--- src/pcie_tl_pkg.sv ---
`default_nettype none

package pcie_tl_pkg;

    localparam int DATA_W = 32;

    // Register map
    localparam logic [DATA_W-1:0] REG_TC_VC_MAP    = 32'h0000_1000;
    localparam logic [DATA_W-1:0] REG_LINK_CTRL    = 32'h0000_1004;
    localparam logic [DATA_W-1:0] REG_VC_FC_STATUS = 32'h0000_1008;  // Read only
    localparam logic [DATA_W-1:0] REG_BAR0_BASE    = 32'h0000_100C;
    localparam logic [DATA_W-1:0] REG_DMA_CFG      = 32'h0000_1010;
    localparam logic [DATA_W-1:0] REG_TX_DESC_LEN  = 32'h0000_2000;
    localparam logic [DATA_W-1:0] REG_TX_DESC_ADDR = 32'h0000_2004;

    typedef logic [1:0] axi_resp_t;

    localparam axi_resp_t RESP_OKAY   = 2'd0;
    localparam axi_resp_t RESP_SLVERR = 2'd2;

    localparam int BURST_BEATS = 16;              // DWs per TLP and per burst
    localparam int TLP_BYTES   = BURST_BEATS * 4;

    localparam logic [2:0] FMT_MWR32 = 3'b010;    // 3DW header with data
    localparam logic [4:0] TYPE_MEM  = 5'b00000;

    typedef struct packed {
        logic [DATA_W-1:0] addr;
    } cpu_ar_t;

    typedef struct packed {
        logic [DATA_W-1:0] addr;
        logic [DATA_W-1:0] data;
    } cpu_aw_t;

    typedef struct packed {
        logic [DATA_W-1:0] data;
        axi_resp_t         resp;
    } cpu_r_t;

    typedef struct packed {
        logic [15:0]       len;                   // Bytes
        logic [DATA_W-1:0] addr;
    } tx_desc_t;

    typedef struct packed {
        logic [DATA_W-1:0] addr;
        logic [7:0]        tag;
    } tlp_req_t;

    // MemWr header, DW0 in the upper word
    typedef struct packed {
        logic [2:0]        fmt;
        logic [4:0]        typ;
        logic [13:0]       rsvd;                  // TC, attr, TD, EP, AT
        logic [9:0]        length;
        logic [15:0]       req_id;
        logic [7:0]        tag;
        logic [3:0]        last_be;
        logic [3:0]        first_be;
        logic [DATA_W-1:0] addr;
    } tlp_hdr_t;

endpackage

`default_nettype wire
--- src/pcie_tl.sv ---
`timescale 1ns/1ns
`default_nettype none

module pcie_tl #(
    parameter int NUM_VC = 8
) (
    input  wire                               aclk,
    input  wire                               arst,
    // Processor port
    input  wire                               awvalid_i,
    input  wire                               wvalid_i,
    input  wire pcie_tl_pkg::cpu_aw_t         cpu_aw_i,
    output logic                              awready_o,
    output logic                              wready_o,
    output logic                              bvalid_o,
    input  wire                               bready_i,
    output pcie_tl_pkg::axi_resp_t            bresp_o,
    input  wire                               arvalid_i,
    input  wire pcie_tl_pkg::cpu_ar_t         araddr_i,
    output logic                              arready_o,
    output logic                              rvalid_o,
    input  wire                               rready_i,
    output pcie_tl_pkg::cpu_r_t               cpu_r_o,
    // Memory read port
    output logic                              mem_arvalid_o,
    input  wire                               mem_arready_i,
    output logic [pcie_tl_pkg::DATA_W-1:0]    mem_araddr_o,
    input  wire                               mem_rvalid_i,
    output logic                              mem_rready_o,
    input  wire [pcie_tl_pkg::DATA_W-1:0]     mem_rdata_i,
    input  wire                               mem_rlast_i,
    // DLL side
    output logic                              tx_valid_o,
    input  wire                               tx_ready_i,
    output logic [pcie_tl_pkg::DATA_W-1:0]    tx_data_o,
    input  wire                               linkup_i,
    input  wire [NUM_VC-1:0]                  dll_vc_up_i
);

    logic                           link_start;
    logic [NUM_VC-1:0]              vc_up;
    logic                           dma_start;
    logic                           dma_busy;
    pcie_tl_pkg::tx_desc_t          tx_desc;
    logic [pcie_tl_pkg::DATA_W-1:0] bar0;
    logic                           tlp_req_valid;
    logic                           tlp_req_ready;
    pcie_tl_pkg::tlp_req_t          tlp_req;
    logic                           tlp_done;

    pcie_tl_regs #(
        .NUM_VC (NUM_VC)
    ) u_regs (
        .aclk         (aclk),
        .arst         (arst),
        .awvalid_i    (awvalid_i),
        .wvalid_i     (wvalid_i),
        .cpu_aw_i     (cpu_aw_i),
        .awready_o    (awready_o),
        .wready_o     (wready_o),
        .bvalid_o     (bvalid_o),
        .bready_i     (bready_i),
        .bresp_o      (bresp_o),
        .arvalid_i    (arvalid_i),
        .araddr_i     (araddr_i),
        .arready_o    (arready_o),
        .rvalid_o     (rvalid_o),
        .rready_i     (rready_i),
        .cpu_r_o      (cpu_r_o),
        .link_start_o (link_start),
        .vc_up_i      (vc_up),
        .dma_start_o  (dma_start),
        .dma_busy_i   (dma_busy),
        .tx_desc_o    (tx_desc),
        .bar0_o       (bar0)
    );

    pcie_tl_link_init #(
        .NUM_VC (NUM_VC)
    ) u_link_init (
        .aclk         (aclk),
        .arst         (arst),
        .link_start_i (link_start),
        .linkup_i     (linkup_i),
        .dll_vc_up_i  (dll_vc_up_i),
        .vc_up_o      (vc_up)
    );

    pcie_tl_dma_rd u_dma_rd (
        .aclk            (aclk),
        .arst            (arst),
        .dma_start_i     (dma_start),
        .tx_desc_i       (tx_desc),
        .bar0_i          (bar0),
        .tlp_done_i      (tlp_done),
        .dma_busy_o      (dma_busy),
        .mem_arvalid_o   (mem_arvalid_o),
        .mem_arready_i   (mem_arready_i),
        .mem_araddr_o    (mem_araddr_o),
        .tlp_req_valid_o (tlp_req_valid),
        .tlp_req_ready_i (tlp_req_ready),
        .tlp_req_o       (tlp_req)
    );

    pcie_tl_tlp_tx u_tlp_tx (
        .aclk            (aclk),
        .arst            (arst),
        .tlp_req_valid_i (tlp_req_valid),
        .tlp_req_i       (tlp_req),
        .tlp_req_ready_o (tlp_req_ready),
        .tlp_done_o      (tlp_done),
        .mem_rvalid_i    (mem_rvalid_i),
        .mem_rdata_i     (mem_rdata_i),
        .mem_rlast_i     (mem_rlast_i),
        .mem_rready_o    (mem_rready_o),
        .tx_valid_o      (tx_valid_o),
        .tx_data_o       (tx_data_o),
        .tx_ready_i      (tx_ready_i)
    );

endmodule

`default_nettype wire

--- src/pcie_tl_tlp_tx.sv ---
`timescale 1ns/1ns
`default_nettype none

module pcie_tl_tlp_tx (
    input  wire                               aclk,
    input  wire                               arst,
    input  wire                               tlp_req_valid_i,
    input  wire pcie_tl_pkg::tlp_req_t        tlp_req_i,
    output logic                              tlp_req_ready_o,
    output logic                              tlp_done_o,
    input  wire                               mem_rvalid_i,
    input  wire [pcie_tl_pkg::DATA_W-1:0]     mem_rdata_i,
    input  wire                               mem_rlast_i,
    output logic                              mem_rready_o,
    output logic                              tx_valid_o,
    output logic [pcie_tl_pkg::DATA_W-1:0]    tx_data_o,
    input  wire                               tx_ready_i
);

    typedef enum logic [1:0] {S_IDLE, S_HDR, S_PAY} state_t;

    state_t                state_q;
    logic [1:0]            hdr_idx_q;
    pcie_tl_pkg::tlp_hdr_t hdr_d;
    pcie_tl_pkg::tlp_hdr_t hdr_q;
    logic                  last_xfer;

    assign last_xfer       = state_q == S_PAY && mem_rvalid_i && tx_ready_i && mem_rlast_i;
    assign tlp_done_o      = last_xfer;
    assign tlp_req_ready_o = state_q == S_IDLE || last_xfer;  // Back to back TLPs
    assign mem_rready_o    = state_q == S_PAY && tx_ready_i;

    always_comb begin
        hdr_d          = '0;
        hdr_d.fmt      = pcie_tl_pkg::FMT_MWR32;
        hdr_d.typ      = pcie_tl_pkg::TYPE_MEM;
        hdr_d.length   = 10'(pcie_tl_pkg::BURST_BEATS);
        hdr_d.tag      = tlp_req_i.tag;
        hdr_d.last_be  = 4'hF;
        hdr_d.first_be = 4'hF;
        hdr_d.addr     = tlp_req_i.addr;
    end

    always_comb begin
        case (state_q)
            S_HDR: begin
                tx_valid_o = 1'b1;
                tx_data_o  = hdr_q[(2 - hdr_idx_q) * 32 +: 32];  // DW0 first
            end
            S_PAY: begin
                tx_valid_o = mem_rvalid_i;
                tx_data_o  = mem_rdata_i;
            end
            default: begin
                tx_valid_o = 1'b0;
                tx_data_o  = '0;
            end
        endcase
    end

    always_ff @(posedge aclk) begin
        if (!arst) begin
            state_q   <= S_IDLE;
            hdr_idx_q <= '0;
        end else begin
            case (state_q)
                S_IDLE: begin
                    if (tlp_req_valid_i) begin
                        state_q   <= S_HDR;
                        hdr_idx_q <= '0;
                    end
                end
                S_HDR: begin
                    if (tx_ready_i) begin
                        hdr_idx_q <= hdr_idx_q + 1'b1;
                        if (hdr_idx_q == 2'd2) state_q <= S_PAY;
                    end
                end
                S_PAY: begin
                    if (last_xfer) begin
                        state_q   <= tlp_req_valid_i ? S_HDR : S_IDLE;
                        hdr_idx_q <= '0;
                    end
                end
                default: state_q <= S_IDLE;
            endcase
        end
    end

    always_ff @(posedge aclk) begin
        if (tlp_req_valid_i && tlp_req_ready_o) hdr_q <= hdr_d;
    end

endmodule

`default_nettype wire

--- src/pcie_tl_dma_rd.sv ---
`timescale 1ns/1ns
`default_nettype none

module pcie_tl_dma_rd (
    input  wire                               aclk,
    input  wire                               arst,
    input  wire                               dma_start_i,
    input  wire pcie_tl_pkg::tx_desc_t        tx_desc_i,
    input  wire [pcie_tl_pkg::DATA_W-1:0]     bar0_i,
    input  wire                               tlp_done_i,
    output logic                              dma_busy_o,
    output logic                              mem_arvalid_o,
    input  wire                               mem_arready_i,
    output logic [pcie_tl_pkg::DATA_W-1:0]    mem_araddr_o,
    output logic                              tlp_req_valid_o,
    input  wire                               tlp_req_ready_i,
    output pcie_tl_pkg::tlp_req_t             tlp_req_o
);

    localparam int SHIFT = $clog2(pcie_tl_pkg::TLP_BYTES);
    localparam int CNT_W = 16 - SHIFT;

    logic [CNT_W-1:0] chunks;
    logic [CNT_W-1:0] issue_left_q;  // Chunks not yet handed off
    logic [CNT_W-1:0] done_left_q;   // TLPs not yet sent
    logic             start_go;
    logic             chunk_go;
    logic             next_chunk;

    assign chunks     = tx_desc_i.len[15:SHIFT];
    assign start_go   = dma_start_i && !dma_busy_o && chunks != '0;
    // Chunk handed off once both AR and request are taken
    assign chunk_go   = (mem_arvalid_o || tlp_req_valid_o) &&
                        (!mem_arvalid_o || mem_arready_i) &&
                        (!tlp_req_valid_o || tlp_req_ready_i);
    assign next_chunk = chunk_go && issue_left_q != CNT_W'(1);

    always_ff @(posedge aclk) begin
        if (!arst) begin
            dma_busy_o      <= 1'b0;
            mem_arvalid_o   <= 1'b0;
            tlp_req_valid_o <= 1'b0;
            issue_left_q    <= '0;
            done_left_q     <= '0;
        end else if (start_go) begin
            dma_busy_o      <= 1'b1;
            mem_arvalid_o   <= 1'b1;
            tlp_req_valid_o <= 1'b1;
            issue_left_q    <= chunks;
            done_left_q     <= chunks;
        end else begin
            if (chunk_go) begin
                issue_left_q    <= issue_left_q - 1'b1;
                mem_arvalid_o   <= next_chunk;
                tlp_req_valid_o <= next_chunk;
            end else begin
                mem_arvalid_o   <= mem_arvalid_o && !mem_arready_i;
                tlp_req_valid_o <= tlp_req_valid_o && !tlp_req_ready_i;
            end
            if (tlp_done_i) begin
                done_left_q <= done_left_q - 1'b1;
                if (done_left_q == CNT_W'(1)) dma_busy_o <= 1'b0;
            end
        end
    end

    always_ff @(posedge aclk) begin
        if (start_go) begin
            mem_araddr_o   <= tx_desc_i.addr;
            tlp_req_o.addr <= bar0_i;
            tlp_req_o.tag  <= '0;
        end else if (next_chunk) begin
            mem_araddr_o   <= mem_araddr_o + pcie_tl_pkg::TLP_BYTES;
            tlp_req_o.addr <= tlp_req_o.addr + pcie_tl_pkg::TLP_BYTES;
            tlp_req_o.tag  <= tlp_req_o.tag + 1'b1;
        end
    end

endmodule

`default_nettype wire

--- src/pcie_tl_link_init.sv ---
`timescale 1ns/1ns
`default_nettype none

module pcie_tl_link_init #(
    parameter int NUM_VC = 8
) (
    input  wire               aclk,
    input  wire               arst,
    input  wire               link_start_i,
    input  wire               linkup_i,
    input  wire [NUM_VC-1:0]  dll_vc_up_i,
    output logic [NUM_VC-1:0] vc_up_o
);

    localparam int IDX_W = (NUM_VC > 1) ? $clog2(NUM_VC) : 1;

    typedef enum logic [1:0] {L_IDLE, L_TRAIN, L_WALK} state_t;

    state_t           state_q;
    logic [IDX_W-1:0] vc_idx_q;

    always_ff @(posedge aclk) begin
        if (!arst) begin
            state_q  <= L_IDLE;
            vc_idx_q <= '0;
            vc_up_o  <= '0;
        end else begin
            case (state_q)
                L_IDLE: begin
                    if (link_start_i) state_q <= L_TRAIN;
                end
                L_TRAIN: begin
                    if (linkup_i) begin
                        state_q  <= L_WALK;
                        vc_idx_q <= '0;
                    end
                end
                L_WALK: begin
                    // One VC per cycle, strictly in order
                    if (dll_vc_up_i[vc_idx_q]) begin
                        vc_up_o[vc_idx_q] <= 1'b1;
                        if (vc_idx_q == IDX_W'(NUM_VC - 1)) begin
                            state_q <= L_IDLE;
                        end else begin
                            vc_idx_q <= vc_idx_q + 1'b1;
                        end
                    end
                end
                default: state_q <= L_IDLE;
            endcase
        end
    end

endmodule

`default_nettype wire

--- src/pcie_tl_regs.sv ---
`timescale 1ns/1ns
`default_nettype none

module pcie_tl_regs #(
    parameter int NUM_VC = 8
) (
    input  wire                               aclk,
    input  wire                               arst,
    input  wire                               awvalid_i,
    input  wire                               wvalid_i,
    input  wire pcie_tl_pkg::cpu_aw_t         cpu_aw_i,
    output logic                              awready_o,
    output logic                              wready_o,
    output logic                              bvalid_o,
    input  wire                               bready_i,
    output pcie_tl_pkg::axi_resp_t            bresp_o,
    input  wire                               arvalid_i,
    input  wire pcie_tl_pkg::cpu_ar_t         araddr_i,
    output logic                              arready_o,
    output logic                              rvalid_o,
    input  wire                               rready_i,
    output pcie_tl_pkg::cpu_r_t               cpu_r_o,
    output logic                              link_start_o,
    input  wire [NUM_VC-1:0]                  vc_up_i,
    output logic                              dma_start_o,
    input  wire                               dma_busy_i,
    output pcie_tl_pkg::tx_desc_t             tx_desc_o,
    output logic [pcie_tl_pkg::DATA_W-1:0]    bar0_o
);

    logic [pcie_tl_pkg::DATA_W-1:0] tc_vc_map_q;
    logic [pcie_tl_pkg::DATA_W-1:0] link_ctrl_q;
    logic [pcie_tl_pkg::DATA_W-1:0] bar0_q;
    logic [pcie_tl_pkg::DATA_W-1:0] desc_len_q;
    logic [pcie_tl_pkg::DATA_W-1:0] desc_addr_q;
    logic [pcie_tl_pkg::DATA_W-1:0] rd_data;
    logic                           wr_fire;
    logic                           rd_fire;

    function automatic logic is_mapped(input logic [pcie_tl_pkg::DATA_W-1:0] addr);
        return addr inside {pcie_tl_pkg::REG_TC_VC_MAP, pcie_tl_pkg::REG_LINK_CTRL,
                            pcie_tl_pkg::REG_VC_FC_STATUS, pcie_tl_pkg::REG_BAR0_BASE,
                            pcie_tl_pkg::REG_DMA_CFG, pcie_tl_pkg::REG_TX_DESC_LEN,
                            pcie_tl_pkg::REG_TX_DESC_ADDR};
    endfunction

    assign wr_fire  = awready_o && awvalid_i && wvalid_i;
    assign rd_fire  = arready_o && arvalid_i;
    assign wready_o = awready_o;  // AW and W taken together

    always_comb begin
        case (araddr_i.addr)
            pcie_tl_pkg::REG_TC_VC_MAP:    rd_data = tc_vc_map_q;
            pcie_tl_pkg::REG_LINK_CTRL:    rd_data = link_ctrl_q;
            pcie_tl_pkg::REG_VC_FC_STATUS: rd_data = 32'(vc_up_i);
            pcie_tl_pkg::REG_BAR0_BASE:    rd_data = bar0_q;
            pcie_tl_pkg::REG_DMA_CFG:      rd_data = {31'b0, dma_busy_i};
            pcie_tl_pkg::REG_TX_DESC_LEN:  rd_data = desc_len_q;
            pcie_tl_pkg::REG_TX_DESC_ADDR: rd_data = desc_addr_q;
            default:                       rd_data = '0;
        endcase
    end

    always_ff @(posedge aclk) begin
        if (!arst) begin
            awready_o    <= 1'b0;
            bvalid_o     <= 1'b0;
            arready_o    <= 1'b0;
            rvalid_o     <= 1'b0;
            link_start_o <= 1'b0;
            dma_start_o  <= 1'b0;
            tc_vc_map_q  <= '0;
            link_ctrl_q  <= '0;
            bar0_q       <= '0;
            desc_len_q   <= '0;
            desc_addr_q  <= '0;
        end else begin
            awready_o <= awvalid_i && wvalid_i && !bvalid_o && !awready_o;
            arready_o <= arvalid_i && !arready_o && !rvalid_o;

            if (wr_fire) begin
                bvalid_o <= 1'b1;
            end else if (bready_i) begin
                bvalid_o <= 1'b0;
            end
            if (rd_fire) begin
                rvalid_o <= 1'b1;
            end else if (rready_i) begin
                rvalid_o <= 1'b0;
            end

            link_start_o <= wr_fire && cpu_aw_i.data[0] &&
                            cpu_aw_i.addr == pcie_tl_pkg::REG_LINK_CTRL;
            dma_start_o  <= wr_fire && cpu_aw_i.data[0] && !dma_busy_i &&
                            cpu_aw_i.addr == pcie_tl_pkg::REG_DMA_CFG;

            if (wr_fire) begin
                case (cpu_aw_i.addr)
                    pcie_tl_pkg::REG_TC_VC_MAP:    tc_vc_map_q <= cpu_aw_i.data;
                    pcie_tl_pkg::REG_LINK_CTRL:    link_ctrl_q <= cpu_aw_i.data;
                    pcie_tl_pkg::REG_BAR0_BASE:    bar0_q      <= cpu_aw_i.data;
                    pcie_tl_pkg::REG_TX_DESC_LEN:  desc_len_q  <= cpu_aw_i.data;
                    pcie_tl_pkg::REG_TX_DESC_ADDR: desc_addr_q <= cpu_aw_i.data;
                    default: ;
                endcase
            end
        end
    end

    // Response payload
    always_ff @(posedge aclk) begin
        if (wr_fire) begin
            bresp_o <= is_mapped(cpu_aw_i.addr) ? pcie_tl_pkg::RESP_OKAY
                                                : pcie_tl_pkg::RESP_SLVERR;
        end
        if (rd_fire) begin
            cpu_r_o.data <= rd_data;
            cpu_r_o.resp <= is_mapped(araddr_i.addr) ? pcie_tl_pkg::RESP_OKAY
                                                     : pcie_tl_pkg::RESP_SLVERR;
        end
    end

    assign tx_desc_o.len  = desc_len_q[15:0];
    assign tx_desc_o.addr = desc_addr_q;
    assign bar0_o         = bar0_q;

endmodule

`default_nettype wire

--- config.mk ---
export PLATFORM = sky130hd
export DESIGN_NAME = pcie_tl
export DESIGN_NICKNAME = d
export VERILOG_FILES = /design/src/pcie_tl_pkg.sv /design/src/pcie_tl.sv /design/src/pcie_tl_tlp_tx.sv /design/src/pcie_tl_dma_rd.sv /design/src/pcie_tl_link_init.sv /design/src/pcie_tl_regs.sv
export SDC_FILE = /design/constraint.sdc
export NUM_CORES = 1
export LEC_CHECK = 0
export ABC_AREA = 0
export BUFFER_PORTS_ARGS = -buffer_cell sky130_fd_sc_hd__buf_4
export CORE_AREA = 5 5 222 224
export DETAILED_ROUTE_END_ITERATION = 8
export DIE_AREA = 0 0 227 229
export SLEW_MARGIN = 20
export SYNTH_ARGS = -nofsm -noshare
export SYNTH_HDL_FRONTEND = slang
export SYNTH_SLANG_ARGS = --single-unit
--- constraint.sdc ---
create_clock -name aclk -period 10.09 [get_ports aclk]
set_input_delay 2.018 -clock aclk [delete_from_list [all_inputs] [get_ports aclk]]
set_output_delay 2.018 -clock aclk [all_outputs]
set_load 0.03 [all_outputs]
# Word-level counts from Yosys, hierarchy flattened
# Index checks and enable logic that the tools add are counted.
[totals] reg_bits=354 out_inout_bits=108 inputBits=148 wordCells=181
[classes] shift=1 eq_ne=31 n_reduce_logical=62 magnitude_cmp=2 mux=47 bitwise_logic=1 addsub=8
[ops] operator="32-bit by 13-bit == test with 1-bit output, second input constant" n=10
[ops] operator="32-bit case mux with 7 select lines" n=1
[ops] operator="32-bit by 14-bit == test with 1-bit output, second input constant" n=4
[ops] operator="96-bit by 33-bit indexed part select with 32-bit output" n=1
[ops] operator="40-bit two-way mux" n=2
[ops] operator="32-bit by 7-bit adder with 32-bit output, second input constant" n=2
[ops] operator="32-bit two-way mux" n=2
[ops] operator="32-bit case mux with 2 select lines" n=1
[ops] operator="10-bit two-way mux" n=4
[ops] operator="2-bit two-way mux" n=13
[ops] operator="1-bit logical AND" n=25
[ops] operator="10-bit by 1-bit subtractor with 10-bit output, second input constant" n=2
[ops] operator="2-bit case mux with 3 select lines" n=3
[ops] operator="4-bit AND reduction" n=4
[ops] operator="1-bit two-way mux" n=14
[ops] operator="2-bit AND reduction" n=7
[ops] operator="2-bit nonzero test" n=7
[ops] operator="7-bit nonzero test" n=2
[ops] operator="10-bit by 1-bit == test with 1-bit output, second input constant" n=1
[ops] operator="10-bit by 1-bit != test with 1-bit output, second input constant" n=1
[ops] operator="2-bit != test, second input constant" n=5
[ops] operator="10-bit nonzero test" n=1
[ops] operator="1-bit logical NOT" n=9
[ops] operator="3-bit two-way mux" n=3
[ops] operator="18 further kinds" n=28

# Depth between registers and ports, before layout
# Gate-level depths: netlist of the first run.
[depth] depth_word=10 mapped_depth=9 depth_no_buf=7

# Hierarchy
# From an unflattened synthesis of the first run, not the netlist that was laid out.
[hier_totals] cells_unflattened=1659 area_unflattened_um2=16967.5
[by_module_without_submodules] module="pcie_tl_regs" area_each_um2=8878.5 cells_each=880 seq_area_each_um2=4344.2 instances=1
[by_module_without_submodules] module="pcie_tl_dma_rd" area_each_um2=5032.3 cells_each=506 seq_area_each_um2=2542.4 instances=1
[by_module_without_submodules] module="pcie_tl_tlp_tx" area_each_um2=2312.2 cells_each=190 seq_area_each_um2=1281.2 instances=1
[by_module_without_submodules] module="pcie_tl_link_init" area_each_um2=744.5 cells_each=83 seq_area_each_um2=260.2 instances=1

# Worst setup path before layout of the first run
# OpenSTA, ideal clock, no wires.
[synth_path] path_type="input port to output port" startpoint="in mem_rdata_i[0] (netlist bit)" endpoint="out tx_data_o[0] (netlist bit)" cell_stages=2 setup_slack_ps=5302 t_required_ps=8072 n_path_buf=0 arrival_time_ps=2770 path_cell_list="nand2_1 a21boi_0"
[synth_between] elab_chain_len=1
[synth_lines] element="start: declaration" line="pcie_tl.sv:30" rtl="input wire [pcie_tl_pkg::DATA_W-1:0] mem_rdata_i,"
[synth_lines] element="32-bit case mux with 2 select lines" line="pcie_tl_tlp_tx.sv:45" rtl="case (state_q)"
[synth_lines] element="end: declaration" line="pcie_tl.sv:35" rtl="output logic [pcie_tl_pkg::DATA_W-1:0] tx_data_o,"
# No other way between the ends.

# Worst setup path in the final report of the first run
[layout_path] startpoint="reg u_tlp_tx.hdr_idx_q[0]" endpoint="out tx_data_o[1] (netlist bit)"
[layout_between] elab_chain_len=3
[layout_lines] element="start: declaration" line="pcie_tl_tlp_tx.sv:23" rtl="logic [1:0] hdr_idx_q;"
[layout_lines] element="start signal: assignment" line="pcie_tl_tlp_tx.sv:75" rtl="hdr_idx_q <= hdr_idx_q + 1'b1;"
[layout_lines] element="2-bit by 2-bit subtractor with 3-bit output" line="pcie_tl_tlp_tx.sv:48" rtl="tx_data_o = hdr_q[(2 - hdr_idx_q) * 32 +: 32];"
[layout_lines] element="96-bit by 33-bit indexed part select with 32-bit output" line="pcie_tl_tlp_tx.sv:48"
[layout_lines] element="32-bit case mux with 2 select lines" line="pcie_tl_tlp_tx.sv:45"
# No other way between the ends.

==> results of run 1 <==
[cell families (layout without fill, tap and decap cells)]
| logic type | count (synthesis) | after routing | synth area share |
|---|---|---|---|
| adders and majority gates | 15 | 15 | 0.0115 |
| buffers and inverters | 129 | 357 | 0.0431 |
| other | 1 | 4 | 0.000230 |
| DFF | 352 | 352 | 0.518 |
| and+or+nand+nor | 559 | 559 | 0.177 |
| muxes | 140 | 140 | 0.0879 |
| AOI/OAI and AO/OA | 332 | 332 | 0.124 |
| xor gates and xnor gates | 71 | 71 | 0.0382 |
[worst max path at each step]
stage,depth (start not counted),start,end
2_1_floorplan,2,mem_rdata_i[0],tx_data_o[0]
3_3_place_gp,6,araddr_i[13],u_regs.cpu_r_o[20]
3_5_place_dp,6,araddr_i[13],u_regs.cpu_r_o[22]
4_1_cts,8,u_tlp_tx.hdr_idx_q[0],tx_data_o[1]
5_1_grt,8,u_tlp_tx.hdr_idx_q[0],tx_data_o[2]
6_report,8,u_tlp_tx.hdr_idx_q[0],tx_data_o[1]
[area by class of cell]
type / count / area [µm²]
sequential: 352 / 8430
timing repair buffer: 266 / 2000
fill: 4526 / 27500
multi-input combinational: 1119 / 7180
clock inverter: 17 / 118
antenna: 2 / 5.00
clock buffer: 53 / 1110
inverter: 21 / 80.1
tap: 615 / 769
[metal layers]
layer	vias up	GRT usage	wire length (µm)
li1	6278	-	-
met1	6137	0.233	20800
met2	366	0.281	21900
met3	61	0.0332	2940
met4	4	0.0413	874
met5	-	0	27
[Yosys cell counts, types with 19 or more instances]
library cell    n  area [µm²]
a21oi_1        51         255
a32o_1         25         250
and2_1         28         175
clkbuf_1       54         203
dfxtp_1       214        4280
edfxtp_1      138        4140
inv_1          19        71.3
mux2i_1       134        1340
nand2_1       189         709
nand3_1       138         691
nor2_1         52         195
nor2b_1        23         144
o21ai_0        82         410
o21ai_1        74         370
o22ai_1        30         188
xnor2_1        23         201
xor2_1         48         420
[flip-flops by register name (all words and copies together) (netlist names), 3 cells and up]
signal,count
u_regs.cpu_r_o,33
u_regs.tc_vc_map_q,32
u_regs.link_ctrl_q,32
u_dma_rd.mem_araddr_o,32
u_regs.bar0_o,32
u_regs.desc_addr_q,32
u_dma_rd.tlp_req_o,40
u_tlp_tx.hdr_q,40
u_dma_rd.issue_left_q,10
u_regs.desc_len_q,32
u_link_init.vc_up_o,8
u_link_init.vc_idx_q,3
u_dma_rd.done_left_q,10
[worst max-delay path, cell delays in order (launching register included)]
cell and delay [ps]:
dfxtp_1 910, inv_1 180, ha_1 400, inv_1 100
nand2b_1 170, a21oi_1 470, o21ai_0 160, a21boi_0 250
buf_4 200
[power breakdown]
part	switching [µW]	total, µW	internal, µW
combinational	62.7	114	50.9
sequential	1.30	1470	1470
clock	564	1360	799
[layout by cell type (no fill, tap or decap), types with 15 or more instances in the layout]
| cell type | count |
|---|---|
| nor4_1 | 17 |
| buf_4 | 265 |
| edfxtp_1 | 138 |
| o21ai_1 | 74 |
| a21oi_1 | 50 |
| and2_1 | 27 |
| xnor2_1 | 23 |
| nor2_1 | 52 |
| nand4_1 | 18 |
| a22oi_1 | 17 |
| clkbuf_16 | 41 |
| o22ai_1 | 30 |
| o21ai_0 | 82 |
| xor2_1 | 48 |
| inv_1 | 18 |
| mux2i_1 | 134 |
| dfxtp_1 | 214 |
| nand2_1 | 189 |
| a32o_1 | 25 |
| and3_1 | 15 |
| nor2b_1 | 23 |
| nor3_1 | 18 |
| ha_1 | 15 |
| nand3_1 | 136 |
[per-stage QoR]
step            util  cell area (µm²)  setup slack (ps)  hold WS, ps
4_1_cts        0.418            19700              4660          429
2_1_floorplan      -            16300              5300          400
6_report       0.418            19700              4710          426
3_5_place_dp   0.391            18500              4710          415
3_3_place_gp   0.391            18500              4810          415
5_1_grt        0.418            19700              4350          432
==> qor.csv, run 1 <==
metric,value,unit
drive_gt1_frac,0.197,
synthFlopType,dfxtp_1,
max_cap_viol_count,0,
yosysSeqAreaShare,0.518,
r2r-start,u_tlp_tx.state_q[0],
clock_latency,530,ps
endpoint_kind,output port,
crit_arrival,3370,ps
clk_pin_slew,60,ps
cp_data_required_time,8070,ps
reg2regPathDepth,7,
ir_worst_vdd,0.0000926,V
finalNonFillerCells,2445,
finalPower,2950,µW
status,"finished, final reports clean",
powerDensity,150,mW/mm²
clk_path_buf_depth,3,
cts_resized,0,
core-area,0.0471,mm²
rsz0062_at_grt,false,
period_minus_slack,5380,ps
start_util,0.345,
overflow,0,
ios,256,
maxSlewViolCount,0,
die_w,227,µm
crit_path_start_kind,register,
fin_setup_tns,0,ps
finalCritPeriodShare,0.534,
ctsHtreeMaxLevel,2,
setup_viol,0,
cts_hold_buf,0,
skew,16.0,ps
clock_sinks,352,
worstReg2RegEnd,u_dma_rd.mem_araddr_o[30],
drtIter0Drc,1000,
placedCellCount,2373,
maxSlewHeadroom,0.229,
ys_ff_latch,352,
wl,46500,µm
crit_type,register to output port,
hold_viol_final,0,
fp.dieArea,0.0520,mm²
synthCells,1599,
holdCritStartpoint,u_dma_rd.tlp_req_o[11],
tritoncts,built,
synth.avg_cell_area,10.2,µm²
antenna_found_initial,3,
synth-edff-count,138,
grtUsageTotal,0.171,
gp_congestion,0.829,
tightest_slew,1160,ps
hpwl,32100,µm
async_reset_ff_frac,0,
portBuffers,253,
holdPathStages,0,
drt_pass1_iterations,5,
synthesis.area,0.0163,mm²
fmax,186,MHz
nets,1961,
vias,12800,
die_h,229,µm
vias_per_cell,5.25,
regToRegSetupSlack,6120,ps
cts_buffers,38,
syn2layout_area_growth,21.0,%
drcViolationCount,0,
grt_max_degree,85,
postCtsSetupBuffers,0,
grt_pass1_vias,12500,
holdCritPathClass,register to register,
wl_per_cell,19.0,µm
ys_warn_count,0,
rows,80,
cp_max_fo,23,
grt_pass1_wl,71300,µm
synth_cell_types,66,
p_leak,0.00703,µW
min_to,u_tlp_tx.hdr_q[3],
cts-root-buf,clkbuf_16,
ant_nets,0,
Power figures use the tool's default switching activity.
==> run 2: changes to the inputs <==
--- a/config.mk
+++ b/config.mk
@@ -5,11 +5,11 @@
 export SDC_FILE = /design/constraint.sdc
 export NUM_CORES = 1
 export LEC_CHECK = 0
-export ABC_AREA = 0
+export ABC_AREA = 1
 export BUFFER_PORTS_ARGS = -buffer_cell sky130_fd_sc_hd__buf_4
-export CORE_AREA = 5 5 222 224
+export CORE_AREA = 5 5 233 235
 export DETAILED_ROUTE_END_ITERATION = 8
-export DIE_AREA = 0 0 227 229
+export DIE_AREA = 0 0 238 240
 export SLEW_MARGIN = 20
 export SYNTH_ARGS = -nofsm -noshare
 export SYNTH_HDL_FRONTEND = slang
==> constraint.sdc (replaced) <==
create_clock -name aclk -period 5.4 [get_ports aclk]
set_input_delay 1.08 -clock aclk [delete_from_list [all_inputs] [get_ports aclk]]
set_output_delay 1.08 -clock aclk [all_outputs]
set_load 0.03 [all_outputs]
==> run 2 against run 1 <==
Largest cell class unchanged. Clock power grew 89%. Area after synthesis up 10%. Critical path type unchanged. Wire length up 24%. Critical endpoint unchanged.
==> qor.csv, run 2 <==
metric,value,unit,change
synth_compound_area_frac,0.0815,,-0.0427
hold_viol_final,0,,unchanged
pwr-share-clk,0.308,,-0.154
finalCritPeriodShare,0.793,,
syn2layout_area_growth,19.3,%,
met2WireLength,26000,µm,+19%
synth-edff-count,138,,unchanged
ys_warn_count,0,,unchanged
switchingPower,2850,µW,+350%
synth_commonest_cells,"nand2_1 (627), nor2_1 (442), nand3_1 (232)",,
grt_pass1_vias,15700,,+25%
wl,57700,µm,+24%
rsz0062_at_grt,false,,
clk_pin_slew,50,ps,about the same
grt_pass1_wl,88100,µm,+24%
wl_met1,25000,µm,+20%
crit_start,u_tlp_tx.hdr_idx_q[0],,
yosysSeqAreaShare,0.471,,-0.0470
synthesis.area,0.0179,mm²,+10%
synth-xor-area-share,0.0206,,-0.0177
vias_per_cell,4.92,,-6.4%
placed_cell_area,0.0201,mm²,+9.0%
holdCritPathClass,register to register,,
cts_hold_buf,0,,unchanged
seq_power_share,0.442,,-0.057
synth.most_common_cell,nand2_1,,
finalNonFillerCells,3326,,+36%
drive_gt1_frac,0.156,,-0.0412
status,"finished, final reports clean",,
cp_max_fo,22,,-4.3%
drtIter0Drc,1207,,+21%
placedCellCount,3253,,+37%
yosys.area.top_type,dfxtp_1,,
min_to,u_regs.arready_o,,
ctsHtreeMaxLevel,2,,unchanged
crit_type,register to output port,,
ir_worst_vdd,0.000196,V,+110%
p_int,5490,µW,+140%
synth.avg_cell_area,7.44,µm²,-27%
ios,256,,unchanged
fill_cells,5349,,+18%
synthCells,2407,,+51%
r2r-start,u_tlp_tx.state_q[0],,
rows,84,,+5.0%
antenna_found_initial,4,,+1
holdCritStartpoint,u_regs.arready_o,,
ant_nets,0,,unchanged
crit_arrival,3200,ps,-170 ps
clk_path_buf_depth,3,,unchanged
endpoint_kind,output port,,
cts_resized,0,,unchanged
regToRegSetupSlack,2460,ps,-3660 ps
wl_met3,5320,µm,+81%
ys_ff_latch,352,,unchanged
start_util,0.344,,-0.00119
synth_cell_types,54,,-18%
tightest_slew,1110,ps,-44.0 ps
layout_commonest_cell,nand2_1,,
cts-root-buf,clkbuf_16,,
tritoncts,built,,
crit_path_start_kind,register,,
top_layer_used,met5,,
fp.dieArea,0.0571,mm²,+9.9%
postCtsSetupBuffers,0,,unchanged
drt_pass1_iterations,5,,unchanged
synthSimpleGateAreaFrac,0.332,,+0.155
synthAdderAreaFrac,0.0105,,-0.00105
async_reset_ff_frac,0,,unchanged
synthFlopType,dfxtp_1,,
die_w,238,µm,+4.8%
cp_data_required_time,4320,ps,-3750 ps
die_h,240,µm,+4.8%
p_leak,0.00893,µW,+27%
clock_sinks,352,,unchanged
reg_top3,"u_dma_rd.tlp_req_o x40, u_tlp_tx.hdr_q x40, u_regs.cpu_r_o x33",,
cts_buffers,40,,+5.3%
synth_top_family_by_area,simple AND/OR/NAND/NOR gates,,
powerDensity,390,mW/mm²,+160%
clock_latency,540,ps,about the same
nets,2770,,+41%
drcViolationCount,0,,unchanged
maxSlewHeadroom,0.256,,+0.0276
worstReg2RegEnd,u_dma_rd.mem_araddr_o[23],,
skew,17.0,ps,+1.00 ps
overflow,0,,unchanged
synthMuxAreaShare,0,,-0.0879
hpwl,39700,µm,+23%
holdPathStages,1,,+1
fin_setup_tns,0,ps,unchanged
period_minus_slack,4280,ps,
synth_top_area_frac,0.239,,-0.0239
core-area,0.0520,mm²,+10%
p_sw_frac,0.342,,+0.128
fmax,233,MHz,
synthTopCellsByArea,"dfxtp_1 (24%), edfxtp_1 (23%), nand2_1 (13%)",,
comb_power_share,0.249,,+0.210
portBuffers,253,,unchanged
final_cell_mix,"nand2_1 (626), nor2_1 (441), buf_4 (268), nand3_1 (232), dfxtp_1 (214)",,
grt_max_degree,83,,-2.4%
maxSlewViolCount,0,,unchanged
wl_per_cell,17.4,µm,-8.7%
max_cap_viol_count,0,,unchanged
stdcell_area,0.0213,mm²,+8.4%
gp_congestion,0.914,,+10%
setup_viol,0,,unchanged
reg2regPathDepth,9,,+2
grtUsageTotal,0.194,,+0.0233
vias,16400,,+27%
## run 2: metrics by stage
step | util | setup WS [ps] | power [µW] | hold slack, ps
final | 0.410 | 1120 | 8330 | 450
after global routing | 0.410 | 773 | 8810 | 470
after CTS | 0.410 | 1060 | 8400 | 454
after detailed placement | 0.387 | 1640 | 5820 | 443
after global placement | 0.387 | 1730 | 5800 | 434
after floorplan | - | 1820 | 5080 | 400
## run 2: worst max path at each step
| stage | cells past startpoint | endpoint | slack (ps) |
|---|---|---|---|
| CTS | 8 | tx_data_o[1] | 1060 |
| global placement | 8 | tx_data_o[1] | 1730 |
| floorplan | 4 | u_tlp_tx.hdr_q[0] | 1820 |
| finish | 8 | tx_data_o[1] | 1120 |
| detailed placement | 8 | tx_data_o[1] | 1640 |
| global route | 8 | tx_data_o[7] | 770 |
## run 2: layer usage
layer  global-route usage  up-vias
met2                0.316      610
li1                     -     8104
met5                    0        -
met4               0.0534        2
met1                0.259     7553
met3               0.0490       91
## run 2: power groups by stage
stage | registers, µW | clock network, µW | logic, µW
floorplan | 3790 | 0 | 1290
global placement | 3730 | 0 | 2070
detailed placement | 3740 | 0 | 2080
CTS | 3690 | 2620 | 2100
global route | 3740 | 2740 | 2330
finish | 3690 | 2570 | 2080
## run 2: logic make-up (layout without fill, tap and decap cells)
| family | count (synthesis) | after routing |
|---|---|---|
| xor+xnor | 42 | 42 |
| buf+inv | 335 | 563 |
| flops | 352 | 352 |
| simple gates | 1405 | 1405 |
| fa+ha+maj | 15 | 15 |
| other cells | 1 | 4 |
| compound gates | 257 | 257 |
## run 2: worst max-delay path: stages (launching register included)
cell and delay, ps:
dfxtp_1 710, inv_1 130, ha_1 370, nor2_2 500
nand2_1 200, a21oi_2 250, o21ai_0 130, a21oi_1 170
buf_4 190
## run 2: cell type report
| cell class | count | area, µm² | area share |
|---|---|---|---|
| multi-input cells | 1721 | 7980 | 0.374 |
| inverters | 224 | 843 | 0.0395 |
| flip-flops and latches | 352 | 8430 | 0.395 |
| well taps | 688 | 861 | 0.0403 |
| diodes | 2 | 5.00 | 0.000234 |
| clock buffers | 56 | 1110 | 0.0521 |
| repair buffers | 268 | 2010 | 0.0943 |
| clock inverters | 15 | 108 | 0.00504 |
==> run 3: changes to the inputs <==
--- a/config.mk
+++ b/config.mk
@@ -5,11 +5,11 @@
 export SDC_FILE = /design/constraint.sdc
 export NUM_CORES = 1
 export LEC_CHECK = 0
-export ABC_AREA = 1
+export ABC_AREA = 0
 export BUFFER_PORTS_ARGS = -buffer_cell sky130_fd_sc_hd__buf_4
-export CORE_AREA = 5 5 233 235
+export CORE_AREA = 5 5 222 224
 export DETAILED_ROUTE_END_ITERATION = 8
-export DIE_AREA = 0 0 238 240
+export DIE_AREA = 0 0 227 229
 export SLEW_MARGIN = 20
 export SYNTH_ARGS = -nofsm -noshare
 export SYNTH_HDL_FRONTEND = slang
==> constraint.sdc (replaced) <==
create_clock -name aclk -period 3.9 [get_ports aclk]
set_input_delay 0.78 -clock aclk [delete_from_list [all_inputs] [get_ports aclk]]
set_output_delay 0.78 -clock aclk [all_outputs]
set_load 0.03 [all_outputs]
==> run 3 against run 2 <==
Non-clock buffer count rose by 12. Largest power group unchanged. Global-route usage is 2.3 points lower. Hold slack worse by 22 ps. Wire length down 19%. Clock-buffer cell count grew 2. Utilization is 0.85 points higher. Cell area decreased by 7.5%. Highest routed layer is now met4. Critical path depth unchanged.
==> qor.csv, run 3 (synthesis gave the netlist of run 1 again) <==
metric,value,unit,change
layout_commonest_cell,buf_4,,
ctsHtreeMaxLevel,2,,unchanged
r2r-start,u_regs.desc_len_q[10],,
placed_cell_area,0.0186,mm²,-7.7%
holdCritPathClass,register to register,,
cts_buffers,37,,-7.5%
powerDensity,381,mW/mm²,-2.3%
ios,256,,unchanged
crit_path_start_kind,register,,
tightest_slew,1040,ps,-72.3 ps
period_minus_slack,3530,ps,
path_buf_inv,3,,+1
pwr-share-clk,0.454,,+0.146
hpwl,32500,µm,-18%
slowest_stage,dfxtp_1,,
finalPower,7530,µW,-9.7%
multi_input_area,0.00717,mm²,-10%
postCtsSetupBuffers,0,,unchanged
fin_ws,368,ps,-748 ps
seq_area,0.00843,mm²,unchanged
pre_cts_ws,804,ps,-835 ps
clk_pin_slew,60,ps,about the same
syn2layout_area_growth,21.3,%,
fmax,283,MHz,
final_cell_mix,"buf_4 (277), dfxtp_1 (214), nand2_1 (189), nand3_1 (138), edfxtp_1 (138)",,
p_int,5920,µW,+8.0%
holdCritStartpoint,u_dma_rd.tlp_req_o[8],,
crit_arrival,2750,ps,-450 ps
hold_viol_final,0,,unchanged
wl_per_cell,19.0,µm,+9.4%
drcViolationCount,0,,unchanged
crit_start,u_tlp_tx.hdr_idx_q[0],,
core-area,0.0471,mm²,-9.4%
portBuffers,253,,unchanged
nets,1974,,-29%
endpoint_kind,output port,,
crit_chain,"inv_1, ha_1, inv_1, nand2b_1, a21oi_2, o21ai_0, a21boi_0, buf_4",,
clock_sinks,352,,unchanged
fin_setup_tns,0,ps,unchanged
critical_path.top_delay_family,compound AO/OA/AOI/OAI gates,,
grtUsageTotal,0.171,,-0.0230
reg_top3,"u_dma_rd.tlp_req_o x40, u_tlp_tx.hdr_q x40, u_regs.cpu_r_o x33",,
drtIter0Drc,971,,-20%
cts_hold_buf,0,,unchanged
crit_type,register to output port,,
cp_data_required_time,3120,ps,-1200 ps
die_w,227,µm,-4.6%
stdcell_area,0.0197,mm²,-7.5%
maxSlewViolCount,0,,unchanged
clk_path_buf_depth,3,,unchanged
p_sw_frac,0.213,,-0.129
drt_pass1_iterations,5,,unchanged
gp_congestion,0.819,,-10%
ant_nets,0,,unchanged
rows,80,,-4.8%
cp_max_fo,12,,-45%
maxSlewHeadroom,0.306,,+0.0499
fill_cells,4547,,-15%
fp.dieArea,0.0520,mm²,-9.0%
tritoncts,built,,
seq_power_share,0.505,,+0.063
setup_viol,0,,unchanged
antenna_found_initial,0,,-4
vias,12800,,-22%
finalCritPeriodShare,0.906,,
ir_worst_vdd,0.000277,V,+41%
overflow,0,,unchanged
status,"finished, final reports clean",,
vias_per_cell,5.23,,+6.3%
grt_max_degree,82,,-1.2%
comb_power_share,0.040,,-0.209
skew,18.4,ps,+1.43 ps
drive_gt1_frac,0.200,,+0.0438
rsz0062_at_grt,false,,
antenna_cells,0,,-2
clock_latency,530,ps,about the same
crit_top_cell,inv_1,,
wl,46600,µm,-19%
cts_resized,0,,unchanged
grt_pass1_vias,12600,,-20%
p_leak,0.00707,µW,-21%
grt_pass1_wl,71400,µm,-19%
cts-root-buf,clkbuf_16,,
die_h,229,µm,-4.6%
start_util,0.345,,+0.00119
critPathMaxStageDelay,540,ps,-170 ps
max_cap_viol_count,0,,unchanged
switchingPower,1600,µW,-44%
run 3: area by class of cell:
| type | count | area share |
|---|---|---|
| Clock inverter | 9 | 0.00399 |
| Multi-Input combinational cell | 1119 | 0.363 |
| Inverter | 21 | 0.00399 |
| Sequential cell | 352 | 0.427 |
| Tap cell | 615 | 0.0390 |
| Clock buffer | 58 | 0.0551 |
| Timing Repair Buffer | 280 | 0.108 |
run 3: stage by stage:
step | utilization | cells | hold WS (ps)
detailed placement | 0.394 | 2387 | 420
global route | 0.419 | 2454 | 454
CTS | 0.419 | 2454 | 429
floorplan | - | 1600 | 400
finish | 0.419 | 2454 | 428
global placement | 0.394 | 2387 | 413
run 3: path summary, 6_finish.rpt:
path	slack, ps	cells past startpoint	endpoint
worst max-delay path	370	8	tx_data_o[1]
worst min-delay path	430	0	u_tlp_tx.hdr_q[0]
worst max register to register	1020	7	u_dma_rd.mem_araddr_o[23]
worst min register to register	430	0	u_tlp_tx.hdr_q[0]
run 3: power by group through the flow:
stage	clock (µW)	sequential, µW	combinational [µW]
CTS	3510	3800	304
detailed placement	0	3880	303
global placement	0	3880	299
floorplan	0	3890	118
finish	3420	3800	303
global route	3650	3800	326
run 3: layer usage:
metal  wire length (µm)  track usage  share of wire  vias to the layer above
met5                  0            0              0                        -
met4               1120       0.0445          0.024                        0
met3               2780       0.0257          0.060                       56
met2              22000        0.282           0.47                      407
met1              20700        0.237           0.44                     6087
li1                   -            -              -                     6287
